[src/verilog/axi_mux_pkg.sv]
package axi_mux_pkg;

  // --------------------------------------------------------------------------
  // Widths and limits
  // --------------------------------------------------------------------------
  localparam int unsigned NO_SLV_PORTS   = 4;
  localparam int unsigned PORT_IDX_WIDTH = 2;                  // Bits of a port index
  localparam int unsigned SLV_ID_WIDTH   = 4;
  localparam int unsigned MST_ID_WIDTH   = SLV_ID_WIDTH + PORT_IDX_WIDTH;
  localparam int unsigned ADDR_WIDTH     = 32;
  localparam int unsigned DATA_WIDTH     = 32;
  localparam int unsigned STRB_WIDTH     = DATA_WIDTH / 8;
  localparam int unsigned LEN_WIDTH      = 8;
  localparam int unsigned MAX_W_TRANS    = 4;                  // Depth of the W route FIFO
  localparam int unsigned FIFO_PTR_WIDTH = $clog2(MAX_W_TRANS);
  localparam int unsigned FIFO_CNT_WIDTH = $clog2(MAX_W_TRANS + 1);

  // --------------------------------------------------------------------------
  // Scalar types
  // --------------------------------------------------------------------------
  typedef logic [PORT_IDX_WIDTH-1:0] port_idx_t;
  typedef logic [SLV_ID_WIDTH-1:0]   slv_id_t;
  typedef logic [MST_ID_WIDTH-1:0]   mst_id_t;  // {port index, slave ID}
  typedef logic [ADDR_WIDTH-1:0]     addr_t;
  typedef logic [DATA_WIDTH-1:0]     data_t;
  typedef logic [STRB_WIDTH-1:0]     strb_t;
  typedef logic [LEN_WIDTH-1:0]      len_t;

  typedef enum logic [1:0] {
    OKAY   = 2'b00,
    EXOKAY = 2'b01,
    SLVERR = 2'b10,
    DECERR = 2'b11
  } axi_resp_e;

  // AW lock, set while a pushed AW waits for the master
  typedef enum logic {
    AW_IDLE,
    AW_LOCKED
  } aw_state_e;

  // --------------------------------------------------------------------------
  // Channel payloads
  // --------------------------------------------------------------------------
  typedef struct packed {
    slv_id_t id;
    addr_t   addr;
    len_t    len;
  } slv_aw_chan_t;

  typedef struct packed {
    mst_id_t id;
    addr_t   addr;
    len_t    len;
  } mst_aw_chan_t;

  typedef slv_aw_chan_t slv_ar_chan_t;  // Same layout as AW
  typedef mst_aw_chan_t mst_ar_chan_t;

  typedef struct packed {
    data_t data;
    strb_t strb;
    logic  last;
  } w_chan_t;

  typedef struct packed {
    slv_id_t   id;
    axi_resp_e resp;
  } slv_b_chan_t;

  typedef struct packed {
    mst_id_t   id;
    axi_resp_e resp;
  } mst_b_chan_t;

  typedef struct packed {
    slv_id_t   id;
    data_t     data;
    axi_resp_e resp;
    logic      last;
  } slv_r_chan_t;

  typedef struct packed {
    mst_id_t   id;
    data_t     data;
    axi_resp_e resp;
    logic      last;
  } mst_r_chan_t;

  // --------------------------------------------------------------------------
  // Port bundles
  // --------------------------------------------------------------------------
  typedef struct packed {
    slv_aw_chan_t aw;
    logic         aw_valid;
    w_chan_t      w;
    logic         w_valid;
    logic         b_ready;
    slv_ar_chan_t ar;
    logic         ar_valid;
    logic         r_ready;
  } slv_req_t;

  typedef struct packed {
    logic        aw_ready;
    logic        w_ready;
    slv_b_chan_t b;
    logic        b_valid;
    logic        ar_ready;
    slv_r_chan_t r;
    logic        r_valid;
  } slv_resp_t;

  typedef struct packed {
    mst_aw_chan_t aw;
    logic         aw_valid;
    w_chan_t      w;
    logic         w_valid;
    logic         b_ready;
    mst_ar_chan_t ar;
    logic         ar_valid;
    logic         r_ready;
  } mst_req_t;

  typedef struct packed {
    logic        aw_ready;
    logic        w_ready;
    mst_b_chan_t b;
    logic        b_valid;
    logic        ar_ready;
    mst_r_chan_t r;
    logic        r_valid;
  } mst_resp_t;

endpackage

[src/verilog/rr_arbiter.sv]
`timescale 1ns/1ps

module rr_arbiter import axi_mux_pkg::*; (
  input  logic                    clk_i,
  input  logic                    arst_n_i,
  input  logic [NO_SLV_PORTS-1:0] req_i,   // Valids of the ports
  input  logic                    gnt_i,   // Downstream ready
  output logic [NO_SLV_PORTS-1:0] gnt_o,   // Readies back to the ports
  output logic                    req_o,   // Downstream valid
  output port_idx_t               idx_o
);

  port_idx_t prio_q;      // Port with the highest priority
  port_idx_t lock_idx_q;
  logic      lock_q;
  port_idx_t rr_idx;
  logic      rr_found;

  // First requesting port, searching upward from the priority pointer
  always_comb begin
    rr_idx   = prio_q;
    rr_found = 1'b0;
    for (int i = 0; i < NO_SLV_PORTS; i++) begin
      if (!rr_found && req_i[prio_q + port_idx_t'(i)]) begin
        rr_idx   = prio_q + port_idx_t'(i);
        rr_found = 1'b1;
      end
    end
  end

  assign req_o = |req_i;
  assign idx_o = lock_q ? lock_idx_q : rr_idx;  // A stalled choice stays put

  always_comb begin
    gnt_o = '0;
    if (req_o) begin
      gnt_o[idx_o] = gnt_i;
    end
  end

  always_ff @(posedge clk_i or negedge arst_n_i) begin
    if (!arst_n_i) begin
      prio_q     <= '0;
      lock_q     <= 1'b0;
      lock_idx_q <= '0;
    end else begin
      lock_q <= req_o & ~gnt_i;
      if (req_o && !gnt_i) begin
        lock_idx_q <= idx_o;
      end
      // Winner drops to the lowest priority
      if (req_o && gnt_i) begin
        prio_q <= idx_o + port_idx_t'(1);
      end
    end
  end

endmodule

[src/verilog/w_route_fifo.sv]
`timescale 1ns/1ps

module w_route_fifo import axi_mux_pkg::*; (
  input  logic      clk_i,
  input  logic      arst_n_i,
  input  logic      push_i,
  input  port_idx_t data_i,
  input  logic      pop_i,
  output port_idx_t data_o,   // Head entry
  output logic      full_o,
  output logic      empty_o
);

  port_idx_t                 mem_q [MAX_W_TRANS];
  logic [FIFO_PTR_WIDTH-1:0] wr_ptr_q;
  logic [FIFO_PTR_WIDTH-1:0] rd_ptr_q;
  logic [FIFO_CNT_WIDTH-1:0] cnt_q;
  logic                      do_push;
  logic                      do_pop;

  assign full_o  = (cnt_q == FIFO_CNT_WIDTH'(MAX_W_TRANS));
  assign empty_o = (cnt_q == '0);
  assign do_push = push_i & ~full_o;
  assign do_pop  = pop_i & ~empty_o;
  assign data_o  = mem_q[rd_ptr_q];

  always_ff @(posedge clk_i or negedge arst_n_i) begin
    if (!arst_n_i) begin
      wr_ptr_q <= '0;
      rd_ptr_q <= '0;
      cnt_q    <= '0;
    end else begin
      if (do_push) begin
        wr_ptr_q <= (wr_ptr_q == FIFO_PTR_WIDTH'(MAX_W_TRANS - 1)) ? '0 : wr_ptr_q + 1'b1;
      end
      if (do_pop) begin
        rd_ptr_q <= (rd_ptr_q == FIFO_PTR_WIDTH'(MAX_W_TRANS - 1)) ? '0 : rd_ptr_q + 1'b1;
      end
      case ({do_push, do_pop})
        2'b10:   cnt_q <= cnt_q + 1'b1;
        2'b01:   cnt_q <= cnt_q - 1'b1;
        default: cnt_q <= cnt_q;           // Both or neither
      endcase
    end
  end

  // Storage
  always_ff @(posedge clk_i) begin
    if (do_push) begin
      mem_q[wr_ptr_q] <= data_i;
    end
  end

endmodule

[src/verilog/axi_mux_write.sv]
`timescale 1ns/1ps

module axi_mux_write import axi_mux_pkg::*; (
  input  logic                            clk_i,
  input  logic                            arst_n_i,
  // Slave ports
  input  slv_aw_chan_t [NO_SLV_PORTS-1:0] slv_aw_i,
  input  logic         [NO_SLV_PORTS-1:0] slv_aw_valid_i,
  output logic         [NO_SLV_PORTS-1:0] slv_aw_ready_o,
  input  w_chan_t      [NO_SLV_PORTS-1:0] slv_w_i,
  input  logic         [NO_SLV_PORTS-1:0] slv_w_valid_i,
  output logic         [NO_SLV_PORTS-1:0] slv_w_ready_o,
  output slv_b_chan_t  [NO_SLV_PORTS-1:0] slv_b_o,
  output logic         [NO_SLV_PORTS-1:0] slv_b_valid_o,
  input  logic         [NO_SLV_PORTS-1:0] slv_b_ready_i,
  // Master port
  output mst_aw_chan_t                    mst_aw_o,
  output logic                            mst_aw_valid_o,
  input  logic                            mst_aw_ready_i,
  output w_chan_t                         mst_w_o,
  output logic                            mst_w_valid_o,
  input  logic                            mst_w_ready_i,
  input  mst_b_chan_t                     mst_b_i,
  input  logic                            mst_b_valid_i,
  output logic                            mst_b_ready_o
);

  logic      aw_valid;        // Arbiter has a winner
  logic      aw_ready;        // Transfer towards the arbiter
  port_idx_t aw_idx;
  aw_state_e aw_state_q, aw_state_d;

  logic      w_fifo_push, w_fifo_pop;
  logic      w_fifo_full, w_fifo_empty;
  port_idx_t w_fifo_data;

  port_idx_t b_sel;

  // --------------------------------------------------------------------------
  // AW channel
  // --------------------------------------------------------------------------
  rr_arbiter i_aw_arbiter (
    .clk_i    ( clk_i          ),
    .arst_n_i ( arst_n_i       ),
    .req_i    ( slv_aw_valid_i ),
    .gnt_i    ( aw_ready       ),
    .gnt_o    ( slv_aw_ready_o ),
    .req_o    ( aw_valid       ),
    .idx_o    ( aw_idx         )
  );

  // Winner's AW with its port index in front of the ID
  assign mst_aw_o.id   = {aw_idx, slv_aw_i[aw_idx].id};
  assign mst_aw_o.addr = slv_aw_i[aw_idx].addr;
  assign mst_aw_o.len  = slv_aw_i[aw_idx].len;

  // Push once per AW; the lock keeps the AW offered without a second push
  always_comb begin
    aw_state_d     = aw_state_q;
    w_fifo_push    = 1'b0;
    mst_aw_valid_o = 1'b0;
    aw_ready       = 1'b0;
    case (aw_state_q)
      AW_LOCKED: begin
        mst_aw_valid_o = 1'b1;
        if (mst_aw_ready_i) begin
          aw_ready   = 1'b1;
          aw_state_d = AW_IDLE;
        end
      end
      default: begin
        if (aw_valid && !w_fifo_full) begin
          mst_aw_valid_o = 1'b1;
          w_fifo_push    = 1'b1;
          if (mst_aw_ready_i) begin
            aw_ready = 1'b1;
          end else begin
            aw_state_d = AW_LOCKED;   // Master stalled
          end
        end
      end
    endcase
  end

  always_ff @(posedge clk_i or negedge arst_n_i) begin
    if (!arst_n_i) begin
      aw_state_q <= AW_IDLE;
    end else begin
      aw_state_q <= aw_state_d;
    end
  end

  // Grant order for the W beats
  w_route_fifo i_w_fifo (
    .clk_i    ( clk_i        ),
    .arst_n_i ( arst_n_i     ),
    .push_i   ( w_fifo_push  ),
    .data_i   ( aw_idx       ),
    .pop_i    ( w_fifo_pop   ),
    .data_o   ( w_fifo_data  ),
    .full_o   ( w_fifo_full  ),
    .empty_o  ( w_fifo_empty )
  );

  // --------------------------------------------------------------------------
  // W channel
  // --------------------------------------------------------------------------
  assign mst_w_o = slv_w_i[w_fifo_data];

  always_comb begin
    mst_w_valid_o = 1'b0;
    slv_w_ready_o = '0;
    w_fifo_pop    = 1'b0;
    if (!w_fifo_empty) begin
      mst_w_valid_o              = slv_w_valid_i[w_fifo_data];
      slv_w_ready_o[w_fifo_data] = mst_w_ready_i;
      w_fifo_pop = slv_w_valid_i[w_fifo_data] & mst_w_ready_i & mst_w_o.last;
    end
  end

  // --------------------------------------------------------------------------
  // B channel
  // --------------------------------------------------------------------------
  assign b_sel         = mst_b_i.id[MST_ID_WIDTH-1 -: PORT_IDX_WIDTH];
  assign mst_b_ready_o = slv_b_ready_i[b_sel];

  always_comb begin
    for (int i = 0; i < NO_SLV_PORTS; i++) begin
      slv_b_o[i].id    = mst_b_i.id[SLV_ID_WIDTH-1:0];   // Port bits stripped
      slv_b_o[i].resp  = mst_b_i.resp;
      slv_b_valid_o[i] = mst_b_valid_i && (b_sel == port_idx_t'(i));
    end
  end

endmodule

[src/verilog/axi_mux_read.sv]
`timescale 1ns/1ps

module axi_mux_read import axi_mux_pkg::*; (
  input  logic                            clk_i,
  input  logic                            arst_n_i,
  // Slave ports
  input  slv_ar_chan_t [NO_SLV_PORTS-1:0] slv_ar_i,
  input  logic         [NO_SLV_PORTS-1:0] slv_ar_valid_i,
  output logic         [NO_SLV_PORTS-1:0] slv_ar_ready_o,
  output slv_r_chan_t  [NO_SLV_PORTS-1:0] slv_r_o,
  output logic         [NO_SLV_PORTS-1:0] slv_r_valid_o,
  input  logic         [NO_SLV_PORTS-1:0] slv_r_ready_i,
  // Master port
  output mst_ar_chan_t                    mst_ar_o,
  output logic                            mst_ar_valid_o,
  input  logic                            mst_ar_ready_i,
  input  mst_r_chan_t                     mst_r_i,
  input  logic                            mst_r_valid_i,
  output logic                            mst_r_ready_o
);

  port_idx_t ar_idx;
  port_idx_t r_sel;

  // --------------------------------------------------------------------------
  // AR channel
  // --------------------------------------------------------------------------
  rr_arbiter i_ar_arbiter (
    .clk_i    ( clk_i          ),
    .arst_n_i ( arst_n_i       ),
    .req_i    ( slv_ar_valid_i ),
    .gnt_i    ( mst_ar_ready_i ),
    .gnt_o    ( slv_ar_ready_o ),
    .req_o    ( mst_ar_valid_o ),
    .idx_o    ( ar_idx         )
  );

  assign mst_ar_o.id   = {ar_idx, slv_ar_i[ar_idx].id};  // Prepend port index
  assign mst_ar_o.addr = slv_ar_i[ar_idx].addr;
  assign mst_ar_o.len  = slv_ar_i[ar_idx].len;

  // --------------------------------------------------------------------------
  // R channel
  // --------------------------------------------------------------------------
  assign r_sel         = mst_r_i.id[MST_ID_WIDTH-1 -: PORT_IDX_WIDTH];
  assign mst_r_ready_o = slv_r_ready_i[r_sel];

  // Same beat to every port, valid only at the addressed one
  always_comb begin
    for (int i = 0; i < NO_SLV_PORTS; i++) begin
      slv_r_o[i].id    = mst_r_i.id[SLV_ID_WIDTH-1:0];
      slv_r_o[i].data  = mst_r_i.data;
      slv_r_o[i].resp  = mst_r_i.resp;
      slv_r_o[i].last  = mst_r_i.last;
      slv_r_valid_o[i] = mst_r_valid_i && (r_sel == port_idx_t'(i));
    end
  end

endmodule

[src/verilog/axi_mux.sv]
`timescale 1ns/1ps

module axi_mux import axi_mux_pkg::*; (
  input  logic                         clk_i,
  input  logic                         arst_n_i,
  input  slv_req_t  [NO_SLV_PORTS-1:0] slv_reqs_i,
  output slv_resp_t [NO_SLV_PORTS-1:0] slv_resps_o,
  output mst_req_t                     mst_req_o,
  input  mst_resp_t                    mst_resp_i
);

  // Per-channel views of the slave bundles
  slv_aw_chan_t [NO_SLV_PORTS-1:0] slv_aw;
  w_chan_t      [NO_SLV_PORTS-1:0] slv_w;
  slv_b_chan_t  [NO_SLV_PORTS-1:0] slv_b;
  slv_ar_chan_t [NO_SLV_PORTS-1:0] slv_ar;
  slv_r_chan_t  [NO_SLV_PORTS-1:0] slv_r;
  logic         [NO_SLV_PORTS-1:0] slv_aw_valid, slv_aw_ready;
  logic         [NO_SLV_PORTS-1:0] slv_w_valid,  slv_w_ready;
  logic         [NO_SLV_PORTS-1:0] slv_b_valid,  slv_b_ready;
  logic         [NO_SLV_PORTS-1:0] slv_ar_valid, slv_ar_ready;
  logic         [NO_SLV_PORTS-1:0] slv_r_valid,  slv_r_ready;

  for (genvar i = 0; i < NO_SLV_PORTS; i++) begin : gen_port_split
    assign slv_aw[i]       = slv_reqs_i[i].aw;
    assign slv_aw_valid[i] = slv_reqs_i[i].aw_valid;
    assign slv_w[i]        = slv_reqs_i[i].w;
    assign slv_w_valid[i]  = slv_reqs_i[i].w_valid;
    assign slv_b_ready[i]  = slv_reqs_i[i].b_ready;
    assign slv_ar[i]       = slv_reqs_i[i].ar;
    assign slv_ar_valid[i] = slv_reqs_i[i].ar_valid;
    assign slv_r_ready[i]  = slv_reqs_i[i].r_ready;

    assign slv_resps_o[i].aw_ready = slv_aw_ready[i];
    assign slv_resps_o[i].w_ready  = slv_w_ready[i];
    assign slv_resps_o[i].b        = slv_b[i];
    assign slv_resps_o[i].b_valid  = slv_b_valid[i];
    assign slv_resps_o[i].ar_ready = slv_ar_ready[i];
    assign slv_resps_o[i].r        = slv_r[i];
    assign slv_resps_o[i].r_valid  = slv_r_valid[i];
  end

  // --------------------------------------------------------------------------
  // Write path
  // --------------------------------------------------------------------------
  axi_mux_write i_write (
    .clk_i          ( clk_i                ),
    .arst_n_i       ( arst_n_i             ),
    .slv_aw_i       ( slv_aw               ),
    .slv_aw_valid_i ( slv_aw_valid         ),
    .slv_aw_ready_o ( slv_aw_ready         ),
    .slv_w_i        ( slv_w                ),
    .slv_w_valid_i  ( slv_w_valid          ),
    .slv_w_ready_o  ( slv_w_ready          ),
    .slv_b_o        ( slv_b                ),
    .slv_b_valid_o  ( slv_b_valid          ),
    .slv_b_ready_i  ( slv_b_ready          ),
    .mst_aw_o       ( mst_req_o.aw         ),
    .mst_aw_valid_o ( mst_req_o.aw_valid   ),
    .mst_aw_ready_i ( mst_resp_i.aw_ready  ),
    .mst_w_o        ( mst_req_o.w          ),
    .mst_w_valid_o  ( mst_req_o.w_valid    ),
    .mst_w_ready_i  ( mst_resp_i.w_ready   ),
    .mst_b_i        ( mst_resp_i.b         ),
    .mst_b_valid_i  ( mst_resp_i.b_valid   ),
    .mst_b_ready_o  ( mst_req_o.b_ready    )
  );

  // --------------------------------------------------------------------------
  // Read path
  // --------------------------------------------------------------------------
  axi_mux_read i_read (
    .clk_i          ( clk_i                ),
    .arst_n_i       ( arst_n_i             ),
    .slv_ar_i       ( slv_ar               ),
    .slv_ar_valid_i ( slv_ar_valid         ),
    .slv_ar_ready_o ( slv_ar_ready         ),
    .slv_r_o        ( slv_r                ),
    .slv_r_valid_o  ( slv_r_valid          ),
    .slv_r_ready_i  ( slv_r_ready          ),
    .mst_ar_o       ( mst_req_o.ar         ),
    .mst_ar_valid_o ( mst_req_o.ar_valid   ),
    .mst_ar_ready_i ( mst_resp_i.ar_ready  ),
    .mst_r_i        ( mst_resp_i.r         ),
    .mst_r_valid_i  ( mst_resp_i.r_valid   ),
    .mst_r_ready_o  ( mst_req_o.r_ready    )
  );

endmodule

[config.mk]
export PLATFORM = sky130hd
export DESIGN_NAME = axi_mux
export DESIGN_NICKNAME = d
export VERILOG_FILES = /design/src/verilog/axi_mux_pkg.sv /design/src/verilog/rr_arbiter.sv /design/src/verilog/w_route_fifo.sv /design/src/verilog/axi_mux_write.sv /design/src/verilog/axi_mux_read.sv /design/src/verilog/axi_mux.sv
export SDC_FILE = /design/constraint.sdc
export NUM_CORES = 1
export LEC_CHECK = 0
export ABC_AREA = 1
export BUFFER_PORTS_ARGS = -buffer_cell sky130_fd_sc_hd__buf_2
export CORE_AREA = 10 10 344 346
export DETAILED_ROUTE_END_ITERATION = 16
export DIE_AREA = 0 0 354 356
export PLACE_DENSITY_LB_ADDON = 0.08
export SLEW_MARGIN = 20
export SYNTH_ARGS = -nofsm -noshare
export SYNTH_HDL_FRONTEND = slang
export SYNTH_HIERARCHICAL = 1
export SYNTH_SLANG_ARGS = --single-unit
export TNS_END_PERCENT = 10
[constraint.sdc]
create_clock -name clk_i -period 2.5 [get_ports clk_i]
set_input_delay 0.125 -clock clk_i [delete_from_list [all_inputs] [get_ports clk_i]]
set_output_delay 0.125 -clock clk_i [all_outputs]
set_load 0.1 [all_outputs]
# ---- Word level (Yosys, flattened, before mapping)
# Memory sizes are Yosys's and may differ from the RTL's.
# Index checks and enable logic that the tools add are counted.
dict set report op_classes {
  muxes 67
  add_sub_neg 12
  n_reduce_logical 37
  order_cmp 16
  n_eq_ne 11
  n_bitwise 13
}
# op n
set ops {}
lappend ops {{binary-select mux 44 bit (select 2 bit)} 2}
lappend ops {{two-way mux 44 bit} 2}
lappend ops {{binary-select mux 37 bit (select 2 bit)} 1}
lappend ops {{less-than comparator 2 x 3 -> 1 bit (second input constant)} 13}
lappend ops {{two-way mux 37 bit} 1}
lappend ops {{two-way mux 1 bit} 33}
lappend ops {{binary-select mux 1 bit (select 2 bit)} 11}
lappend ops {{logical AND 1 bit} 22}
lappend ops {{two-way mux 2 bit} 10}
lappend ops {{equality test 2 bit (second input constant)} 7}
lappend ops {{adder 2 x 1 -> 2 bit (second input constant)} 6}
lappend ops {{bitwise AND 4 bit} 3}
lappend ops {{two-way mux 4 bit} 3}
lappend ops {{logical NOT 1 bit} 9}
lappend ops {{adder 2 bit (second input constant)} 4}
lappend ops {{OR reduction 4 bit} 2}
lappend ops {{bitwise AND 1 bit} 6}
lappend ops {{demux 1 bit (select 2 bit)} 3}
lappend ops {{equality test 2 x 1 -> 1 bit (second input constant)} 3}
lappend ops {{>= comparator 2 x 1 -> 1 bit (second input constant)} 3}
lappend ops {{one-hot mux 3 bit (2 select lines)} 1}
lappend ops {{logical NOT 2 bit} 2}
lappend ops {{NOT 1 bit} 4}
lappend ops {{adder 3 x 1 -> 3 bit (second input constant)} 1}
lappend ops {{4 further kinds} 4}
dict set report totals {
  output_inout_bits 334
  mem_count 1
  in_bits 576
  ff_bits 18
  wordCells 167
  ram_bits 8
}
# name words width rd rd_ports_with_merged_regs wr line
set mem_list {}
lappend mem_list {i_write.i_w_fifo.mem_q 4 2 1 0 1 w_route_fifo.sv:14} ;# port_idx_t mem_q [MAX_W_TRANS];

# ---- Logic depth before layout (Yosys ltp)
dict set report logic_depth {
  word_depth 19
  ltp_mapped 22
}

# ---- Hierarchy
# The synthesis kept the hierarchy.
# mod seq_area_each_um2 area_each_um2 n_inst cells_per_inst
set modules_own_cells {}
lappend modules_own_cells {axi_mux_read 0.0 3338.2 1 686}
lappend modules_own_cells {axi_mux_write 25.0 2572.5 1 466}
lappend modules_own_cells {w_route_fifo 415.4 804.5 1 84}
lappend modules_own_cells {{rr_arbiter (i_write.i_aw_arbiter)} 125.1 688.2 1 117}
lappend modules_own_cells {{rr_arbiter (i_read.i_ar_arbiter)} 125.1 676.9 1 119}

# ---- Worst setup path before layout
# Ideal clock, no wire load.
dict set report synth_timing {
  path_kind {reg2out}
  startpoint {register i_write.i_aw_arbiter.prio_q[1]}
  endpoint {output port mst_req_o[105] (netlist bit)}
  arrival_time_ns 3.706
  path_stages_with_launch 16
  required_time_ns 2.375
  path_slack_ns -1.331
  cell_sequence {dfrtp_1 buf_6 inv_2 nand2_1 nand2_1 nand2_1 nand2_2 nand2_2 nor2_4 nand2_1 nand2_2 inv_2 a21oi_4 buf_2 o21ai_0 o22ai_1}
}
# element line
set synth_lines {}
lappend synth_lines {{from (decl)} rr_arbiter.sv:13} ;# port_idx_t prio_q;
lappend synth_lines {{from (signal assigned)} rr_arbiter.sv:53} ;# prio_q <= idx_o + port_idx_t'(1);
lappend synth_lines {{to (decl)} axi_mux.sv:8} ;# output mst_req_t mst_req_o,

==> results by group <==
Worst setup path
  • Required @ worst endpoint: 2380 ps
  • Crit. End Element: output pin
  • CP arrival: 2670 ps
  • Cell Chain, Critical Path: buf_6 -> nand2_2 -> nand3_1 -> nand2_1 -> nand2_2 -> nor2_4 -> nand2_2 -> nand2_2 -> inv_2 -> a21oi_4 -> buf_12 -> buf_16 -> buf_4 -> o21ai_4 -> o22ai_4 -> buf_12
  • Max FO, Critical Path: 17
  • Crit path max-delay family: buffers and inverters
  • Buf+Inv Stages, Crit Path: 6
  • Crit Path Class: reg -> out
  • CP peak stage delay: between 400 and 500 ps
  • CP max stage cell: dfrtp_2
  • Crit-path most repeated cell: nand2_2
  • Crit start category: register

Yosys
  • Cell with the most instances after synthesis: nand2_1
  • Ys Warns: 6
  • Share of flip-flops with an asynchronous set or reset: 0.692
  • Sequential area share after synthesis: 0.0855
  • Post-Syn Nets: 2,055
  • Synth area leaders: nand2_1 20%, buf_4 17%, inv_1 11%, nand3_1 8.0%, dfrtp_1 5.6%
  • Cells after Synth: 1,472
  • Avg Synthesized Cell Area: about 5.5 um2
  • Mapped cell area: 8080 um2
  • Area fraction of the dominant cell type after synthesis: 0.195
  • Distinct cell type count after synthesis: 39
  • List of most frequent post-synthesis cells: 420 x nand2_1, 228 x inv_1, 187 x buf_4
  • Ys flop type: dfrtp_1
  • Synthesized flop and latch total: 26
  • EDFF count, synth: 8
  • Top cell type by total area after synthesis: nand2_1

Placed design
  • DP HPWL: 60.8 mm
  • Routability Congestion: ~0.8
  • Post-Place Cells: 3,524
  • IO Port Bufs: 684

Final layout
  • Layout area overhead: 109%
  • Share of cells above drive strength 1: 0.546
  • Nets: 2,646
  • Final non-filler cell total: about 3,600

GRT
  • Total grt overflow: 0
  • Pin count of the biggest net entering global routing: 46
  • Number of antenna violations at the first check in global routing: 55
  • Global-route wire length before repair: 93.7 mm
  • Vias in the first global route: 12,746
  • GRT Resource Usage Total: 0.101

Timing
  • Crit share post-route: 1.12
  • Slew Limit Fails: 0
  • Hold Fails Final Rpt: 0
  • Worst Skew: 7.38 ps
  • Min Tclk post-route: 2790 ps
  • # setup viols final: 93
  • Fmax: 358 MHz
  • RSZ-0062 raised after global routing: yes
  • Final worst slack: -290 ps
  • Slew of the pin with the lowest slew margin: 588 ps
  • Worst slew margin: 0.608

Drt
  • Routed WL: 69.1 mm
  • Initial DRC Count: between 400 and 500
  • Antenna-violating nets left: 0
  • Drt first pass iters: 5
  • Wirelength per Cell: about 19 um
  • Via-to-Cell Ratio: approximately 3.3
  • DRC errors left: 0
  • Via count: between 10,000 and 15,000

Floorplan
  • Cell row count: 123
  • Die width: 354 um
  • Initial cell density of the core: 0.0724
  • Die Height: ~360 um
  • Die area: 126,000 um2
  • CORE AREA: 112,000 um2
  • I/O pin count: 910

CTS
  • # H-tree levels: 1
  • Root Buffer: clkbuf_16
  • CTS buffer count: 3
  • Clk Latency, worst-skew pair: about 290 ps
  • TritonCTS clock tree: built
  • CTS clk-pin slew, worst paths: 80 ps
  • CTS Buffer Depth: 2
  • CTS sink cnt: 26

Run status
  • Violated checks: setup timing
  • Outcome: finished with violations

Job
  • Number of max-cap violations: 0

Min path
  • Tightest Hold Check Type: in -> reg
-- timing repair --
item / in CTS / in global routing
hold endpoints to repair: 19 / 0
gates cloned: 6 / 7
resized for setup: 144 / 145
hold buffers: 2 / 0
endpoints found under the setup margin: 132 / 107
setup buffers: 15 / 4
pin swaps: 17 / 18
-- worst reg2reg max path: cells and delay by family (launching register included) --
family | cells | cell delay [ps]
compound gates | 1 | 80
fa+ha+maj | 2 | 540
buf+inv | 5 | 450
flops | 1 | 460
simple gates | 12 | 940
-- flip-flops by register name (all words and copies together) (netlist names), 2 cells and up --
name and cells:
i_write/i_aw_arbiter/prio_q 2, i_write/i_w_fifo/cnt_q 3, i_write/i_w_fifo/rd_ptr_q 2, i_write/i_w_fifo/wr_ptr_q 2
i_read/i_ar_arbiter/prio_q 2, i_write/i_aw_arbiter/lock_idx_q 2, i_write/i_w_fifo/mem_q 8, i_read/i_ar_arbiter/lock_idx_q 2
-- layout by cell type, fill, tap and decap left out, drive strengths merged --
master / count
a21boi: 1
a21oi: 4
a22oi: 54
buf: 830
bufbuf: 3
bufinv: 1
clkbuf: 8
clkinv: 2
clkinvlp: 1
dfrtp: 18
diode: 11
dlygate4sd3: 2
edfxtp: 8
fa: 1
ha: 6
inv: 245
nand2: 455
nand3: 135
nand4: 11
nor2: 116
nor3: 13
nor4: 2
o211ai: 4
o21ai: 94
o22ai: 44
or2: 3
xnor2: 1
-- worst paths after layout --
path | startpoint | slack [ps] | cells past startpoint | endpoint
max in group asynchronous | arst_n_i | 1700 | 2 | i_read/i_ar_arbiter/prio_q[1]
hold reg to reg | i_write/i_w_fifo/cnt_q[0] | 500 | 1 | i_write/i_w_fifo/cnt_q[0]
setup / recovery | i_write/i_aw_arbiter/prio_q[0] | -290 | 16 | mst_req_o[109]
setup reg to reg | i_write/i_w_fifo/rd_ptr_q[0] | -80 | 20 | i_write/i_w_fifo/cnt_q[2]
hold / removal | mst_resp_i[42] | 50 | 2 | i_read/i_ar_arbiter/lock_q
min in group asynchronous | arst_n_i | 360 | 2 | i_write/i_aw_arbiter/prio_q[0]
-- layer usage --
layer	global-route usage	part of all wire	wire [um]
met5	0.00500	0.0067	464
met4	0.0227	0.021	1450
met3	0.0497	0.10	7210
met2	0.187	0.52	36100
met1	0.100	0.35	23900
-- cell type report --
| cell class | count | area, um2 |
|---|---|---|
| diodes | 11 | 27.5 |
| clock buffers | 3 | 75.1 |
| clock inverters | 1 | 30.0 |
| fillers | 12998 | 94700 |
| inverters | 246 | 966 |
| multi-input cells | 944 | 5800 |
| flip-flops and latches | 26 | 697 |
| well taps | 1500 | 1880 |
| repair buffers | 840 | 7380 |
| repair inverters | 2 | 13.8 |
-- through the flow --
step            util  TNS (ps)  hold WS (ps)  worst slack (ps)  cell area (um2)
2_1_floorplan      -    -49150          -171              -662             8730
3_3_place_gp   0.139     -1320           189              -217            15500
3_5_place_dp   0.139     -1530           191              -172            15500
4_1_cts        0.146    -25060          47.5              -383            16300
5_1_grt        0.151    -33940          76.6              -446            16900
6_report       0.151    -17010          54.7              -290            16900
-- cell families after synthesis --
group                    count (synthesis)  synth area share
flip-flops                              26            0.0855
buffers and inverters                  502             0.347
AO/OA/AOI/OAI                          201             0.158
AND/OR/NAND/NOR                        735             0.397
XOR/XNOR                                 1           0.00108
adder cells (fa/ha/maj)                  7            0.0118
Power is not shown: default switching activity piles up to over one toggle a cycle in this logic, so the estimate is an artifact.
